File: config.mk
export PLATFORM = sky130hd
export DESIGN_NAME = matmul_sequencer
export DESIGN_NICKNAME = d
export VERILOG_FILES = /design/src/verilog/matmul_pkg.sv /design/src/verilog/matmul_sequencer.sv
export SDC_FILE = /design/constraint.sdc
export NUM_CORES = 1
export LEC_CHECK = 0
export ABC_AREA = 1
export BUFFER_PORTS_ARGS = -buffer_cell sky130_fd_sc_hd__buf_2
export CORE_AREA = 2 2 83 85
export CTS_CLUSTER_DIAMETER = 200
export DETAILED_ROUTE_END_ITERATION = 16
export DIE_AREA = 0 0 85 87
export PLACE_DENSITY = 0.71
export SYNTH_ARGS = -nofsm -noshare
export SYNTH_HDL_FRONTEND = slang
export SYNTH_SLANG_ARGS = --single-unit
File: constraint.sdc
create_clock -name clk -period 2.95 [get_ports clk]
set_input_delay 0.295 -clock clk [delete_from_list [all_inputs] [get_ports clk]]
set_output_delay 0.295 -clock clk [all_outputs]
set_load 0.01 [all_outputs]
File: src/verilog/matmul_pkg.sv
`default_nettype none

package matmul_pkg;

  // element width and matrix geometry
  localparam int DATA_WIDTH = 8;
  localparam int MAT_SIZE = 4;
  // one memory row per matrix column or row
  localparam int ADDR_WIDTH = 7;
  // host word address, region in the top two bits
  localparam int HOST_ADDR_WIDTH = 9;
  // skew, pass-through across the grid, then the cell pipeline
  localparam int FLUSH_CYCLES = 10;

  typedef logic signed [DATA_WIDTH-1:0] elem_t;

  // element 0 in the low byte, also the bus word
  typedef struct packed {
    elem_t [MAT_SIZE-1:0] e;
  } row_t;

  // whole C matrix, row i at index i
  typedef row_t [MAT_SIZE-1:0] result_t;

  // one memory request
  typedef struct packed {
    logic [ADDR_WIDTH-1:0] addr;
    logic                  we;
    row_t                  wdata;
  } mem_req_t;

  // bit 1 busy, bit 0 done
  typedef struct packed {
    logic busy;
    logic done;
  } status_t;

  typedef enum logic [1:0] {
    REGION_A    = 2'd0,
    REGION_B    = 2'd1,
    REGION_C    = 2'd2,
    REGION_CTRL = 2'd3
  } region_e;

  typedef enum logic {
    GRANT_HOST   = 1'b0,
    GRANT_ENGINE = 1'b1
  } grant_e;

  typedef enum logic [2:0] {IDLE, FEED, FLUSH, WRITE, FINISH} seq_state_e;

endpackage

`default_nettype wire

File: src/verilog/matmul_sequencer.sv
`default_nettype none
`timescale 1ns/1ps

module matmul_sequencer (
  input  wire                      clk,
  input  wire                      reset,
  input  wire                      start,
  input  wire matmul_pkg::result_t result,
  output matmul_pkg::mem_req_t     ab_req,
  output matmul_pkg::mem_req_t     c_req,
  output logic                     feed_valid,
  output logic                     acc_clear,
  output logic                     run_done
);

  localparam int LAST_ROW = matmul_pkg::MAT_SIZE - 1;
  localparam int ROW_BITS = $clog2(matmul_pkg::MAT_SIZE);

  matmul_pkg::seq_state_e state;
  // feed row, flush count and write row share one counter
  logic [matmul_pkg::ADDR_WIDTH-1:0] cnt;

  // clear on start, before the first product lands
  assign acc_clear = (state == matmul_pkg::IDLE) && start;
  // one-cycle pulse back to the arbiter
  assign run_done = (state == matmul_pkg::FINISH);

  // A and B share the feed address, never written
  always_comb begin
    ab_req.addr = (state == matmul_pkg::FEED) ? cnt : '0;
    ab_req.we = 1'b0;
    ab_req.wdata = '0;
  end

  // result rows straight from the accumulators
  always_comb begin
    c_req.addr = cnt;
    c_req.we = (state == matmul_pkg::WRITE);
    c_req.wdata = result[cnt[ROW_BITS-1:0]];
  end

  always_ff @(posedge clk) begin
    if (reset) begin
      state <= matmul_pkg::IDLE;
      cnt <= '0;
      feed_valid <= 1'b0;
    end else begin
      // ram data lags the address by one cycle
      feed_valid <= (state == matmul_pkg::FEED);
      case (state)
        matmul_pkg::IDLE: begin
          if (start) begin
            state <= matmul_pkg::FEED;
            cnt <= '0;
          end
        end
        matmul_pkg::FEED: begin
          if (cnt == LAST_ROW) begin
            state <= matmul_pkg::FLUSH;
            cnt <= '0;
          end else begin
            cnt <= cnt + 1'b1;
          end
        end
        // wait for the last sums to settle
        matmul_pkg::FLUSH: begin
          if (cnt == matmul_pkg::FLUSH_CYCLES - 1) begin
            state <= matmul_pkg::WRITE;
            cnt <= '0;
          end else begin
            cnt <= cnt + 1'b1;
          end
        end
        matmul_pkg::WRITE: begin
          if (cnt == LAST_ROW) begin
            state <= matmul_pkg::FINISH;
            cnt <= '0;
          end else begin
            cnt <= cnt + 1'b1;
          end
        end
        default: begin
          state <= matmul_pkg::IDLE;
          cnt <= '0;
        end
      endcase
    end
  end

endmodule

`default_nettype wire

==> impl_metrics.yaml <==
route:
  drt_iter0_drc: 76
  viasPerCell: 4.65
  ant_nets: 0
  drc: 0
  drt_first_pass_iters: 4
  wl_per_cell_microns: 11.7
  totalWireLength_mm: 6.68
  vias: 2653
yosys:
  synth.distinct_cells: 27
  synth_top_area_share_pct: 18.0
  synthTopCellsByArea: "o21ai_0, nor2_1, buf_4, dfxtp_1, o22ai_1"
  yosys.cell_count.top_type: "nor2_1"
  synth_commonest_cells: "nor2_1, o21ai_0, buf_4"
  async_flop_share_pct: 0
  synth_edf_count: 0
  synth-seq-area-share_pct: 12.0
  ys_warn_count: 0
  syn_inst: 323
  yosys.area.top_type: "o21ai_0"
  synth_seq_cells: 11
  dominantRegCellSynth: "dfxtp_1"
  netlist_area_sq_mm: 0.00183
  avgSynthCellArea_sq_um: 5.67
final_layout:
  antenna_cells: 0
  syn_to_final_growth_pct: 46.0
  layout-drive-gt1-share_pct: 42.9
  nets: 624
  fin_area_sq_mm: 0.00268
clock_network:
  clk_latency_ns: 0.24
  post-cts-setup-buffers: 0
  post_cts_resized: 0
  cts_max_path_buffers: 2
  clk_pin_slew_worst_paths_ns: 0.05
  ctsHoldBuffers: 0
  cts_tree: "done"
  clock_sinks: 11
  numCtsBuffers: 3
  clock-root-buffer: "clkbuf_8"
  h-tree-depth: 1
power:
  ir_drop_v: 0.000395
  leakagePower_nw: 1.47
  powerDensity_mw_per_mm2: 722
timing:
  hold_viol: 0
  maxSlewViolCount: 0
  fin_crit_ns: 2.05
  setup_viol: 0
  finClkSkew_ns: 0.00375
  tns_ns: 0
  worstMarginPinSlew_ns: 0.932
  fmax_ghz: 0.488
  relSlewSlack_pct: 37.8
  rsz0062_at_grt: "false"
  min_period_over_period_pct: 69.5
worst_setup_path:
  reg2reg_to: "state[1]"
  cp.required_ns: 2.65
  crit_path_end_kind: "output port"
  path_max_fanout: 66
  worstSetupPathType: "register to output port"
  cp_data_arrival_time_ns: 1.76
  setup.worst_path.start_class: "register"
  r2r-start: "cnt[0]"
  r2r_slack_ns: 1.01
  reg2regPathDepth: 9
die:
  floorplan.initialDensity_pct: 27.9
  die_h_microns: 87
  die_x_microns: 85
  core-area_sq_mm: 0.00657
  io_pins: 214
  rows: 30
  fp.dieArea_sq_mm: 0.00740
hold_path:
  holdCritStartpoint: "reset"
  hold_path_class: "primary input to register"
  hold_path_end: "cnt[4]"
  whs_path_depth: 2
placed_design:
  gp_congestion: 0.915
  dpl.hpwl_mm: 5.09
  io_buffers: 180
  place_area_sq_mm: 0.00263
global_routing:
  grt.overflow.total: 0
  grt_start_max_net_pins: 68
  antenna_found_initial: 0
  grt_usage_pct: 16.6
  grt_pass1_wl_mm: 10.4
  grt_pass1_vias: 2368
status:
  status: "complete, no violations"
job:
  cap_violations: 0
==> report_power, final <==
part | total, W | internal, W | switching, W
Clock | 0.000155 | 0.0000951 | 0.0000596
Combinational | 0.00158 | 0.000588 | 0.000990
Sequential | 0.000200 | 0.000179 | 0.0000213
Total | 0.00193 | 0.000861 | 0.00107
==> cell usage in the layout, fill, tap and decap left out <==
cell / instances
a21o_1: 1
a21oi_1: 3
buf_2: 180
buf_4: 4
clkbuf_1: 1
clkbuf_8: 3
clkinv_2: 1
conb_1: 33
dfxtp_1: 10
dfxtp_2: 1
ha_1: 2
inv_1: 11
inv_2: 7
nand2_1: 23
nand2_2: 4
nand2_4: 2
nand3_1: 5
nand3_2: 1
nand3_4: 1
nand4_1: 1
nor2_1: 87
nor2_2: 3
nor2_4: 3
nor3b_1: 1
o211ai_1: 2
o21ai_0: 66
o21ai_1: 2
o22ai_1: 32
==> area by class of cell <==
cell class | count | area, sq um
Clock buffer | 4 | 45.0
Fill cell | 691 | 3890
Inverter | 19 | 72.6
Multi-Input combinational cell | 272 | 1310
Sequential cell | 11 | 221
Tap cell | 80 | 100
Timing Repair Buffer | 184 | 931
==> per-layer routing <==
| metal | global-route usage, % | up-vias | share of wire (%) |
|---|---|---|---|
| li1 | - | 1358 | - |
| met1 | 20.1 | 1170 | 42 |
| met2 | 31.3 | 118 | 50 |
| met3 | 1.90 | 7 | 7.1 |
| met4 | 3.32 | 0 | 0.75 |
| met5 | 0 | - | 0 |
==> critical path: stages (launching register included) <==
cell	delay, ns
dfxtp_2	0.32
inv_2	0.67
o21ai_0	0.21
o22ai_1	0.16
buf_2	0.15
==> flip-flops by register name, summed over array words and instances (netlist names) <==
name        flops
feed_valid      1
cnt             7
state           3
==> cell families (layout without fill, tap and decap cells) <==
logic type / after synthesis / in the layout / synth area share, %
AOI/OAI and AO/OA: 106 / 106 / 31.5
adders and majority gates: 2 / 2 / 1.36
buffers and inverters: 72 / 207 / 23.3
and+or+nand+nor: 131 / 131 / 31.6
other: 1 / 33 / 0.205
DFF: 11 / 11 / 12.0
==> how the worst max path moves through the flow <==
stage                      start  depth (start not counted)  slack [ns]         to
after floorplan           cnt[1]                         10        1.39     cnt[2]
final                     cnt[0]                          4        0.90  c_req[24]
after global placement    cnt[0]                          9        1.07   state[1]
after CTS                 cnt[0]                          4        0.88   c_req[8]
after global routing      cnt[0]                          4        0.69   c_req[0]
after detailed placement  cnt[0]                          9        1.05   state[1]
==> metrics by stage <==
step                      total power (W)  hold slack (ns)  setup WS (ns)  util (%)  cells
final                             0.00193            0.280          0.900      40.7    570
after global routing              0.00214            0.286          0.694      40.7    570
after global placement            0.00177            0.525           1.07      40.1    566
after detailed placement          0.00179            0.528           1.05      40.1    566
after floorplan                   0.00133            0.364           1.39         -    355
after CTS                         0.00195            0.281          0.883      40.7    570
Note: power is estimated with default switching activity, not from simulation.
