$ cat src/verilog/matmul_pkg.sv
`default_nettype none

package matmul_pkg;

  // element width and matrix geometry
  localparam int DATA_WIDTH = 8;
  localparam int MAT_SIZE = 4;
  // one memory row per matrix column or row
  localparam int ADDR_WIDTH = 7;
  // host word address, region in the top two bits
  localparam int HOST_ADDR_WIDTH = 9;
  // skew, pass-through across the grid, then the cell pipeline
  localparam int FLUSH_CYCLES = 10;

  typedef logic signed [DATA_WIDTH-1:0] elem_t;

  // element 0 in the low byte, also the bus word
  typedef struct packed {
    elem_t [MAT_SIZE-1:0] e;
  } row_t;

  // whole C matrix, row i at index i
  typedef row_t [MAT_SIZE-1:0] result_t;

  // one memory request
  typedef struct packed {
    logic [ADDR_WIDTH-1:0] addr;
    logic                  we;
    row_t                  wdata;
  } mem_req_t;

  // bit 1 busy, bit 0 done
  typedef struct packed {
    logic busy;
    logic done;
  } status_t;

  typedef enum logic [1:0] {
    REGION_A    = 2'd0,
    REGION_B    = 2'd1,
    REGION_C    = 2'd2,
    REGION_CTRL = 2'd3
  } region_e;

  typedef enum logic {
    GRANT_HOST   = 1'b0,
    GRANT_ENGINE = 1'b1
  } grant_e;

  typedef enum logic [2:0] {IDLE, FEED, FLUSH, WRITE, FINISH} seq_state_e;

endpackage

`default_nettype wire

$ cat src/verilog/memory_arbiter.sv
`default_nettype none
`timescale 1ns/1ps

module memory_arbiter (
  input  wire                       clk,
  input  wire                       reset,
  input  wire                       wb_cyc,
  input  wire                       wb_stb,
  input  wire                       wb_we,
  input  wire [matmul_pkg::HOST_ADDR_WIDTH-1:0] wb_adr,
  input  wire matmul_pkg::row_t     wb_dat_w,
  output matmul_pkg::row_t          wb_dat_r,
  output logic                      wb_ack,
  input  wire matmul_pkg::mem_req_t eng_ab_req,
  input  wire matmul_pkg::mem_req_t eng_c_req,
  output matmul_pkg::mem_req_t      a_req,
  output matmul_pkg::mem_req_t      b_req,
  output matmul_pkg::mem_req_t      c_req,
  input  wire matmul_pkg::row_t     a_rdata,
  input  wire matmul_pkg::row_t     b_rdata,
  input  wire matmul_pkg::row_t     c_rdata,
  output logic                      start,
  input  wire                       run_done,
  output matmul_pkg::status_t       status
);

  localparam int PAD_BITS = $bits(matmul_pkg::row_t) - $bits(matmul_pkg::status_t);

  matmul_pkg::region_e  region;
  matmul_pkg::region_e  region_q;
  matmul_pkg::grant_e   grant;
  matmul_pkg::mem_req_t host_mem_req;
  logic host_req;
  logic host_free;
  logic ctrl_go;
  logic mem_go;
  logic start_go;
  logic mem_wait;
  logic done_flag;

  assign host_req = wb_cyc && wb_stb;
  // top two address bits pick the target
  assign region = matmul_pkg::region_e'(wb_adr[matmul_pkg::HOST_ADDR_WIDTH-1 -: 2]);
  // no new request while acking or waiting on ram data
  assign host_free = host_req && !wb_ack && !mem_wait;
  assign ctrl_go = host_free && (region == matmul_pkg::REGION_CTRL);
  // memory cycles stall while the engine owns the bank
  assign mem_go = host_free && (region != matmul_pkg::REGION_CTRL) &&
                  (grant == matmul_pkg::GRANT_HOST);
  // start bit ignored during a run
  assign start_go = ctrl_go && wb_we && wb_dat_w.e[0][0] &&
                    (grant == matmul_pkg::GRANT_HOST);

  assign status = '{busy: (grant == matmul_pkg::GRANT_ENGINE), done: done_flag};

  always_comb begin
    host_mem_req.addr = wb_adr[matmul_pkg::ADDR_WIDTH-1:0];
    host_mem_req.we = 1'b0;
    host_mem_req.wdata = wb_dat_w;
  end

  // bank steering
  always_comb begin
    a_req = host_mem_req;
    a_req.we = mem_go && wb_we && (region == matmul_pkg::REGION_A);
    b_req = host_mem_req;
    b_req.we = mem_go && wb_we && (region == matmul_pkg::REGION_B);
    // C is read-only from the host side
    c_req = host_mem_req;
    if (grant == matmul_pkg::GRANT_ENGINE) begin
      a_req = eng_ab_req;
      b_req = eng_ab_req;
      c_req = eng_c_req;
    end
  end

  always_ff @(posedge clk) begin
    if (reset) begin
      wb_ack <= 1'b0;
      mem_wait <= 1'b0;
      start <= 1'b0;
      grant <= matmul_pkg::GRANT_HOST;
      done_flag <= 1'b0;
    end else begin
      // ctrl acks next cycle, memory one cycle later
      wb_ack <= ctrl_go || mem_wait;
      mem_wait <= mem_go;
      start <= start_go;
      if (start_go) begin
        grant <= matmul_pkg::GRANT_ENGINE;
        done_flag <= 1'b0;
      end else if (run_done) begin
        grant <= matmul_pkg::GRANT_HOST;
        done_flag <= 1'b1;
      end
    end
  end

  // read data, held through the ack cycle
  always_ff @(posedge clk) begin
    if (mem_go) begin
      region_q <= region;
    end
    if (ctrl_go) begin
      wb_dat_r <= {{PAD_BITS{1'b0}}, status};
    end else if (mem_wait) begin
      case (region_q)
        matmul_pkg::REGION_A: wb_dat_r <= a_rdata;
        matmul_pkg::REGION_B: wb_dat_r <= b_rdata;
        default:              wb_dat_r <= c_rdata;
      endcase
    end
  end

endmodule

`default_nettype wire

$ cat config.mk
export PLATFORM = sky130hd
export DESIGN_NAME = memory_arbiter
export DESIGN_NICKNAME = d
export VERILOG_FILES = /design/src/verilog/matmul_pkg.sv /design/src/verilog/memory_arbiter.sv
export SDC_FILE = /design/constraint.sdc
export NUM_CORES = 1
export LEC_CHECK = 0
export ABC_AREA = 1
export BUFFER_PORTS_ARGS = -buffer_cell sky130_fd_sc_hd__buf_4
export CAP_MARGIN = 20
export CORE_AREA = 4 4 145 147
export CTS_BUF_LIST = sky130_fd_sc_hd__clkbuf_4 sky130_fd_sc_hd__clkbuf_8
export CTS_CLUSTER_SIZE = 12
export DETAILED_ROUTE_END_ITERATION = 8
export DIE_AREA = 0 0 149 151
export HOLD_SLACK_MARGIN = 0.15
export SLEW_MARGIN = 5
export SYNTH_ARGS = -nofsm -noshare
export SYNTH_HDL_FRONTEND = slang
export SYNTH_SLANG_ARGS = --single-unit
$ cat constraint.sdc
create_clock -name clk -period 1.7 [get_ports clk]
set_input_delay 0 -clock clk [delete_from_list [all_inputs] [get_ports clk]]
set_output_delay 0 -clock clk [all_outputs]
set_load 0.005 [all_outputs]
==> results.json <==
{
  "outcome": "complete, no violations",
  "drv_slew": 0,
  "worstMarginPinSlew_ns": 0.382,
  "grt_max_degree": 43,
  "cts_tree": "built",
  "dp.cells": 1220,
  "synth_edf_count": 4,
  "core-area_um2": 19900,
  "initialDrtViolationCount": 181,
  "num_antenna_cells": 0,
  "timing.max_cap.violations": 0,
  "synthTopCellsByArea": "nand2_1 43%, dfxtp_1 20%, buf_4 11%",
  "avgSynthCellArea_um2": 5.44,
  "combPwrFrac_pct": 47.5,
  "synthCells": 635,
  "leakage_nw": 4.04,
  "postRouteAntennaNets": 0,
  "dp_hpwl_um": 15700,
  "cts_sinks": 39,
  "critPathLaunchType": "primary input",
  "num_vias": 5332,
  "syn-num-nets": 858,
  "synthDistinctLibCells": 23,
  "gp_congestion": 0.934,
  "wire_per_inst_um": 15.6,
  "io-pin-count": 379,
  "startpoint": "wb_adr[8]",
  "hold_violations": 0,
  "fin_tns_setup_ns": 0,
  "die_h_um": 151,
  "rr_startpoint": "grant$_SDFFE_PP0P_",
  "synthArstFlopShare_pct": 0,
  "post-cts-setup-buffers": 0,
  "finClkSkew_ns": 0.00213,
  "synthAdderAreaFrac_pct": 0,
  "synthSimpleGateAreaFrac_pct": 59.8,
  "arrival_ns": 1.61,
  "muxShareOfSynthArea_pct": 0,
  "ir_drop_mv": 0.386,
  "synth_top_family_by_area": "simple AND/OR/NAND/NOR gates",
  "p_per_area_nw_per_um2": 517,
  "synth_common_cells": "396 x nand2_1, 49 x buf_4, 49 x nor2_1",
  "holdCritStartpoint": "c_rdata[0]",
  "drc_errors": 0,
  "grt_antenna_before_repair": 0,
  "end_kind": "flop",
  "synth.most_common_cell": "nand2_1",
  "p_switching_w": 0.00112,
  "clk_path_buf_depth": 2,
  "io_buffers": 378,
  "htree_num_levels": 2,
  "p_sw_share_pct": 29.3,
  "criticalPathCategory": "primary input to flop",
  "row_count": 52,
  "seqPwrFrac_pct": 31.3,
  "initial_core_util_pct": 17.4,
  "hold_path_class": "primary input to flop",
  "grt_first_pass_wirelength_um": 29100,
  "cts_buffers": 5,
  "drt-total-wl_um": 20700,
  "ys_ff_latch": 39,
  "synth_top_area_share_pct": 43.0,
  "pwr-share-clk_pct": 21.2,
  "maxSlewHeadroom_pct": 74.6,
  "synth_xor_area_share_pct": 0,
  "track_usage_pct": 16.4,
  "final_core_util_pct": 37.3,
  "internal_power_w": 0.00271,
  "grt_pass1_vias": 5381,
  "period_needed_ns": 1.60,
  "layout-drive-gt1-share_pct": 40.3,
  "rsz0062_at_grt": "false",
  "cts_root_buf": "clkbuf_8",
  "die_w_um": 149,
  "synth_ff_type": "dfxtp_1",
  "seq_area_frac_synth_pct": 23.8,
  "final-setup-viol-count": 0,
  "syn-cell-area_um2": 3450,
  "die-area_um2": 22500,
  "yosys_warnings": 0,
  "final_nets": 1282,
  "drt_first_pass_iters": 4,
  "finalCritPeriodShare_pct": 94.1,
  "clk_pin_slew_ns": 0.08,
  "max_freq_mhz": 625,
  "clk_latency_ns": 0.29,
  "area_delta_synth_final_pct": 115,
  "synth_compound_area_share_pct": 0.688,
  "overflow": 0,
  "viasPerCell": 4.01,
  "layout.cells.non_filler": 1330,
  "synth_area_leader_cell": "nand2_1",
  "path_max_fanout": 5,
  "cp.required_ns": 1.72
}
==> cell usage in the layout (no fill, tap or decap), drive strengths merged <==
| master | n |
|---|---|
| a21oi | 3 |
| buf | 389 |
| bufinv | 1 |
| clkbuf | 7 |
| clkinv | 1 |
| dfxtp | 35 |
| dlygate4sd3 | 101 |
| edfxtp | 4 |
| inv | 13 |
| nand2 | 398 |
| nand3 | 6 |
| nand4 | 2 |
| nor2 | 69 |
| o21ai | 1 |
| or2 | 30 |
==> layout make-up <==
cell class                      count  area [µm²]
Clock inverter                      2        35.0
Inverter                           13        51.3
Tap cell                          270         338
Fill cell                        2143       12500
Timing Repair Buffer              491        3990
Multi-Input combinational cell    509        2090
Sequential cell                    39         826
Clock buffer                        6        82.6
==> cells by family (layout without fill, tap and decap cells) <==
group / count (synthesis) / in the layout
and+or+nand+nor: 505 / 505
AOI/OAI and AO/OA: 4 / 4
buffers and inverters: 87 / 512
DFF: 39 / 39
==> power groups by stage <==
stage	clock [W]	combinational, W	sequential [W]
finish	0.000811	0.00182	0.00120
detailed placement	0	0.00162	0.00122
CTS	0.000851	0.00182	0.00120
global placement	0	0.00162	0.00121
global route	0.000873	0.00199	0.00122
floorplan	0	0.000620	0.00123
==> final timing paths <==
kind              slack [ns]                     end  depth (start not counted)
setup / recovery        0.10   region_q[1]$_DFFE_PP_                          6
hold / removal          0.14   wb_dat_r[0]$_DFFE_PP_                          5
setup reg to reg        0.12  done_flag$_SDFFE_PP0P_                          6
hold reg to reg         0.51       wb_ack$_SDFF_PP0_                          2
==> sequential cells by signal (all words and copies together) (netlist names) <==
signal / count
wb_ack: 1
region_q: 2
wb_dat_r: 32
done_flag: 1
grant: 1
start: 1
mem_wait: 1
==> worst max-delay path, stage by stage <==
cell and delay [ns]:
dlygate4sd3_1 0.55, buf_4 0.16, a21oi_2 0.17, dlygate4sd3_1 0.56, nand2_1 0.08, inv_1 0.09
==> repair_timing <==
item | in CTS | in global routing
endpoints found under the hold margin | 39 | 0
setup endpoints to repair | 0 | 3
hold buffers | 101 | 0
gates resized for setup | 0 | 3
==> layer usage <==
layer  global-route usage (%)  routed length, µm
met3                     4.85               1940
met1                     18.0               7730
met2                     31.4              10800
met5                        0                  0
met4                     3.16                261
==> through the flow <==
step                      instance area, µm²  power (W)  hold slack (ns)  setup WS, ns
final                                   7420    0.00384            0.142         0.101
after global routing                    7420    0.00408            0.194       0.00798
after CTS                               7390    0.00388            0.152        0.0335
after detailed placement                6260    0.00284            0.194         0.374
after global placement                  6260    0.00284            0.188         0.390
after floorplan                         3450    0.00185           0.0624         0.471
Power figures use the tool's default switching activity.
