==> config.mk <==
export PLATFORM = sky130hd
export DESIGN_NAME = systolic_array
export DESIGN_NICKNAME = d
export VERILOG_FILES = /design/src/verilog/matmul_pkg.sv /design/src/verilog/processing_element.sv /design/src/verilog/systolic_array.sv
export SDC_FILE = /design/constraint.sdc
export NUM_CORES = 2
export LEC_CHECK = 0
export BUFFER_PORTS_ARGS = -buffer_cell sky130_fd_sc_hd__clkbuf_2
export CORE_MARGIN = 4
export CORE_UTILIZATION = 55
export CTS_CLUSTER_DIAMETER = 120
export DETAILED_ROUTE_END_ITERATION = 10
export MAX_ROUTING_LAYER = met4
export PLACE_DENSITY = 0.75
export SYNTH_ARGS = -nofsm -noshare
export SYNTH_HDL_FRONTEND = slang
export SYNTH_SLANG_ARGS = --single-unit
export TNS_END_PERCENT = 50
==> constraint.sdc <==
create_clock -name clk -period 4.3 [get_ports clk]
set_clock_uncertainty 0.1 [all_clocks]
set_input_delay 0.86 -clock clk [delete_from_list [all_inputs] [get_ports clk]]
set_output_delay 0.86 -clock clk [all_outputs]
set_load 0.005 [all_outputs]
==> src/verilog/matmul_pkg.sv <==
`default_nettype none

package matmul_pkg;

  // element width and matrix geometry
  localparam int DATA_WIDTH = 8;
  localparam int MAT_SIZE = 4;
  // one memory row per matrix column or row
  localparam int ADDR_WIDTH = 7;
  // host word address, region in the top two bits
  localparam int HOST_ADDR_WIDTH = 9;
  // skew, pass-through across the grid, then the cell pipeline
  localparam int FLUSH_CYCLES = 10;

  typedef logic signed [DATA_WIDTH-1:0] elem_t;

  // element 0 in the low byte, also the bus word
  typedef struct packed {
    elem_t [MAT_SIZE-1:0] e;
  } row_t;

  // whole C matrix, row i at index i
  typedef row_t [MAT_SIZE-1:0] result_t;

  // one memory request
  typedef struct packed {
    logic [ADDR_WIDTH-1:0] addr;
    logic                  we;
    row_t                  wdata;
  } mem_req_t;

  // bit 1 busy, bit 0 done
  typedef struct packed {
    logic busy;
    logic done;
  } status_t;

  typedef enum logic [1:0] {
    REGION_A    = 2'd0,
    REGION_B    = 2'd1,
    REGION_C    = 2'd2,
    REGION_CTRL = 2'd3
  } region_e;

  typedef enum logic {
    GRANT_HOST   = 1'b0,
    GRANT_ENGINE = 1'b1
  } grant_e;

  typedef enum logic [2:0] {IDLE, FEED, FLUSH, WRITE, FINISH} seq_state_e;

endpackage

`default_nettype wire

==> src/verilog/processing_element.sv <==
`default_nettype none
`timescale 1ns/1ps

module processing_element (
  input  wire                    clk,
  input  wire                    reset,
  input  wire                    acc_clear,
  input  wire matmul_pkg::elem_t in_a,
  input  wire matmul_pkg::elem_t in_b,
  output matmul_pkg::elem_t      out_a,
  output matmul_pkg::elem_t      out_b,
  output matmul_pkg::elem_t      acc
);

  localparam int DW = matmul_pkg::DATA_WIDTH;
  localparam int PW = 2 * DW;
  // clamp limits of an element, product width
  localparam logic signed [PW-1:0] PROD_MAX = (1 <<< (DW - 1)) - 1;
  localparam logic signed [PW-1:0] PROD_MIN = -(1 <<< (DW - 1));

  logic signed [PW-1:0] prod;
  matmul_pkg::elem_t    prod_sat;

  // clamp product into element range
  always_comb begin
    if (prod > PROD_MAX) begin
      prod_sat = PROD_MAX[DW-1:0];
    end else if (prod < PROD_MIN) begin
      prod_sat = PROD_MIN[DW-1:0];
    end else begin
      prod_sat = prod[DW-1:0];
    end
  end

  // input flop doubles as neighbour pass-through
  always_ff @(posedge clk) begin
    if (reset) begin
      out_a <= '0;
      out_b <= '0;
      prod <= '0;
      acc <= '0;
    end else begin
      out_a <= in_a;
      out_b <= in_b;
      // full-width signed product
      prod <= out_a * out_b;
      // sum wraps at 8 bits
      if (acc_clear) begin
        acc <= '0;
      end else begin
        acc <= acc + prod_sat;
      end
    end
  end

endmodule

`default_nettype wire

==> src/verilog/systolic_array.sv <==
`default_nettype none
`timescale 1ns/1ps

module systolic_array (
  input  wire                   clk,
  input  wire                   reset,
  input  wire                   acc_clear,
  input  wire                   feed_valid,
  input  wire matmul_pkg::row_t a_row,
  input  wire matmul_pkg::row_t b_row,
  output matmul_pkg::result_t   result
);

  localparam int N = matmul_pkg::MAT_SIZE;

  matmul_pkg::row_t  a_feed;
  matmul_pkg::row_t  b_feed;
  // a moves right along a row, b moves down a column
  matmul_pkg::elem_t a_h [N][N+1];
  matmul_pkg::elem_t b_v [N+1][N];
  matmul_pkg::elem_t acc_grid [N][N];

  // zeros outside the four feed cycles
  assign a_feed = feed_valid ? a_row : '0;
  assign b_feed = feed_valid ? b_row : '0;

  // lane i of both operands delayed by i cycles
  for (genvar i = 0; i < N; i++) begin : g_skew
    if (i == 0) begin : g_direct
      assign a_h[0][0] = a_feed.e[0];
      assign b_v[0][0] = b_feed.e[0];
    end else begin : g_delay
      matmul_pkg::elem_t a_dly [i];
      matmul_pkg::elem_t b_dly [i];
      always_ff @(posedge clk) begin
        if (reset) begin
          for (int s = 0; s < i; s++) begin
            a_dly[s] <= '0;
            b_dly[s] <= '0;
          end
        end else begin
          a_dly[0] <= a_feed.e[i];
          b_dly[0] <= b_feed.e[i];
          for (int s = 1; s < i; s++) begin
            a_dly[s] <= a_dly[s-1];
            b_dly[s] <= b_dly[s-1];
          end
        end
      end
      assign a_h[i][0] = a_dly[i-1];
      assign b_v[0][i] = b_dly[i-1];
    end
  end

  // cell grid
  for (genvar i = 0; i < N; i++) begin : g_row
    for (genvar j = 0; j < N; j++) begin : g_col
      processing_element u_pe (
        .clk(clk),
        .reset(reset),
        .acc_clear(acc_clear),
        .in_a(a_h[i][j]),
        .in_b(b_v[i][j]),
        .out_a(a_h[i][j+1]),
        .out_b(b_v[i+1][j]),
        .acc(acc_grid[i][j])
      );
    end
  end

  // cell (i,j) holds C[i][j]
  always_comb begin
    for (int i = 0; i < N; i++) begin
      for (int j = 0; j < N; j++) begin
        result[i].e[j] = acc_grid[i][j];
      end
    end
  end

endmodule

`default_nettype wire

==> flow_summary.toml <==
[run_status]
status = "finished with violations"
violations = "negative setup slack"

[cts]
htreeDepth = 3
cts_buffers = 86
path_clk_slew_ns = 0.06
cts_hold_buffers = 0
clk_latency_ns = 0.69
root_buffer = "clkbuf_16"
clock_sinks = 736
cts_tree = "done"
cts.path.max_buffers = 3

[yosys]
synthCells = 6781
synth_flop_cell = "dfxtp_1"
ys_ff_latch = 736
synth_area_mm2 = 0.0647
avgSynthCellArea_um2 = 9.55
async_reset_ff_share_pct = 0
yosysUniqueCellTypes = 63
synthesis.nets = 8321
ys_warn_count = 0
synth_top_area_cell = "fa_1"
synth_edf_count = 0
seq_area_frac_synth_pct = 22.8
netlist.area_leader.share_pct = 27.7
synth_area_leaders = "fa_1 28%, dfxtp_1 23%, ha_1 11%, and2_1 7.7%, inv_1 7.5%"

[critical_path]
cp.required_ns = 4.80
cp.arrival_ns = 4.84
critical_path_class = "reg -> reg"
timing.rr.start = "g_row[2].g_col[2].u_pe.out_a[7]"
crit_fanout = 6
end_kind = "register"
cp-start-kind = "register"
crit_start = "g_row[2].g_col[2].u_pe.out_a[7]"

[placed_design]
port_buffers = 195
gp_congestion = 0.906
place_area_mm2 = 0.0715
dpl.cell_count = 8937
hpwl_um = 117000
place_ws_ns = -0.266

[grt]
grt_overflow = 0
grt_util_met1_pct = 29.4
grt_pass1_vias = 50600
grt_max_degree = 133
grt_use_total_pct = 24.9
grt_pass1_wl_um = 245000
top_usage_layer = "met2"
grt_util_met2_pct = 44.4
gr-usage-met3_pct = 2.77
antenna_found_initial = 2

[finish]
layout_commonest_cell = "inv_1"
n_fill_cell = 8785
diodes = 0
design_area_mm2 = 0.0772
layout_common_cells = "1235 x inv_1, 862 x fa_1, 759 x and2_1, 550 x dfxtp_1, 549 x buf_4"
multi_input_area_mm2 = 0.0467
final_nets = 9080
synthToLayoutAreaGrowth_pct = 19.2
fin_cells = 9131
layout-drive-gt1-share_pct = 20.3
seq_area_mm2 = 0.0152

[floorplan]
die_w_um = 351
die_h_um = 351
rows = 125
core_area_mm2 = 0.117
start_util_pct = 55.6
die-area_mm2 = 0.123
pin_count = 196

[power]
powerDensity_mw_per_mm2 = 213
leakagePower_nw = 37.4
p_total_w = 0.0164
p_seq_share_pct = 43.1
switchingPower_w = 0.00409
p_int_w = 0.0123
clockPowerShare_pct = 48.4
p_comb_share_pct = 8.5
swShare_pct = 24.9
worst_ir_drop_vdd_v = 0.000352

[timing]
maxSlewHeadroom_pct = 45.8
rsz0062_at_grt = "true"
tns_ns = -0.104
maxSlewViolCount = 0
fin_crit_sh_pct = 101
tightest_slew_ns = 0.812
layout_setup_ws_ns = -0.0424
min_period_ns = 4.34
finalSetupViolations = 5
finalHoldViolations = 0
fmax_ghz = 0.230

[detailed_routing]
avgRoutedWirePerCell_um = 16.2
final_antenna_net_count = 0
first_iter_violations = 2236
dr.pass1.iters = 5
drcViolationCount = 0
via_per_inst = 5.19
wl_um = 148000
via_count = 47400

[hold_path]
hp-start = "b_row[1]"
holdCritPathClass = "in -> reg"

[flow_run]
cap_violations = 0
[what timing repair did]
action	4_1_cts	5_1_grt
buffers inserted	14	25
setup endpoints to repair	52	85
pin swaps	51	153
gates resized for setup	246	463
[cell usage after synthesis, drive strengths merged (15+ instances only)]
library cell,instances
a21o,62
a2111oi,15
xnor2,198
clkbuf,78
o211ai,16
and2,799
nand4,47
xor2,54
nand2b,45
nor2b,496
a211oi,32
mux2,38
ha,576
o21ai,130
nand2,267
a21oi,158
nor4,52
dfxtp,736
or3,31
nand3,41
buf,21
fa,896
a31oi,22
nor3,94
o21bai,23
inv,1292
o21a,175
nor2,251
[per-layer routing]
metal | part of all wire [%] | wire length [um]
met4 | 3.6 | 5280
met2 | 52 | 76600
met3 | 3.4 | 5070
met1 | 41 | 60700
met5 | 0 | 0
[final timing paths]
kind / endpoint / slack [ns] / cells past startpoint
max: g_row[2].g_col[2].u_pe.prod[15] / -0.04 / 14
min: g_row[0].g_col[0].u_pe.out_b[1] / 0.27 / 2
max reg2reg: g_row[2].g_col[2].u_pe.prod[15] / -0.04 / 14
min reg2reg: g_row[2].g_col[0].u_pe.out_a[2] / 0.33 / 1
[critical path, stage by stage (launching register included)]
cell and delay (ns):
dfxtp_4 0.36, and2_4 0.16, fa_1 0.59, inv_2 0.08
fa_1 0.49, inv_1 0.05, fa_1 0.47, inv_1 0.05
fa_1 0.49, inv_1 0.05, ha_2 0.17, or3_4 0.40
or3_4 0.38, a2111o_1 0.36, o21ai_1 0.08
[sequential cells by signal (all words and copies together) (netlist names)]
name and count:
g_row.g_col.u_pe.prod 256, g_row.g_col.u_pe.acc 128, g_skew.g_delay.b_dly 48, g_skew.g_delay.a_dly 48, g_row.g_col.u_pe.out_b 128, g_row.g_col.u_pe.out_a 128
[cell type report]
| class | count | area share, % |
|---|---|---|
| clock buffer | 108 | 3.06 |
| clock inverter | 47 | 0.955 |
| inverter | 1293 | 6.29 |
| multi-input combinational | 4653 | 60.5 |
| sequential | 736 | 19.6 |
| tap | 1524 | 2.47 |
| timing repair buffer | 770 | 7.12 |
[metrics by stage]
| stage | util (%) | hold slack [ns] |
|---|---|---|
| after CTS | 64.7 | 0.217 |
| after global placement | 61.4 | 0.319 |
| after floorplan | - | 0.314 |
| after detailed placement | 61.4 | 0.321 |
| after global routing | 66.2 | 0.232 |
| final | 66.2 | 0.266 |
[power by group through the flow]
stage	Sequential, W	Combinational [W]	Clock [W]
finish	0.00707	0.00140	0.00794
global route	0.00708	0.00157	0.00838
CTS	0.00710	0.00138	0.00810
detailed placement	0.00726	0.00136	0
global placement	0.00725	0.00131	0
floorplan	0.00721	0.000902	0
[cell families (layout without fill, tap and decap cells)]
| kind of cell | Yosys count | after routing | synth area share [%] |
|---|---|---|---|
| mux | 45 | 45 | 0.769 |
| buf+inv | 1392 | 2218 | 8.11 |
| fa+ha+maj | 1472 | 1472 | 38.8 |
| compound gates | 709 | 709 | 7.24 |
| simple gates | 2175 | 2175 | 18.9 |
| flops | 736 | 736 | 22.8 |
| xor+xnor | 252 | 252 | 3.41 |
No activity file was read; power rests on OpenSTA's default activity.
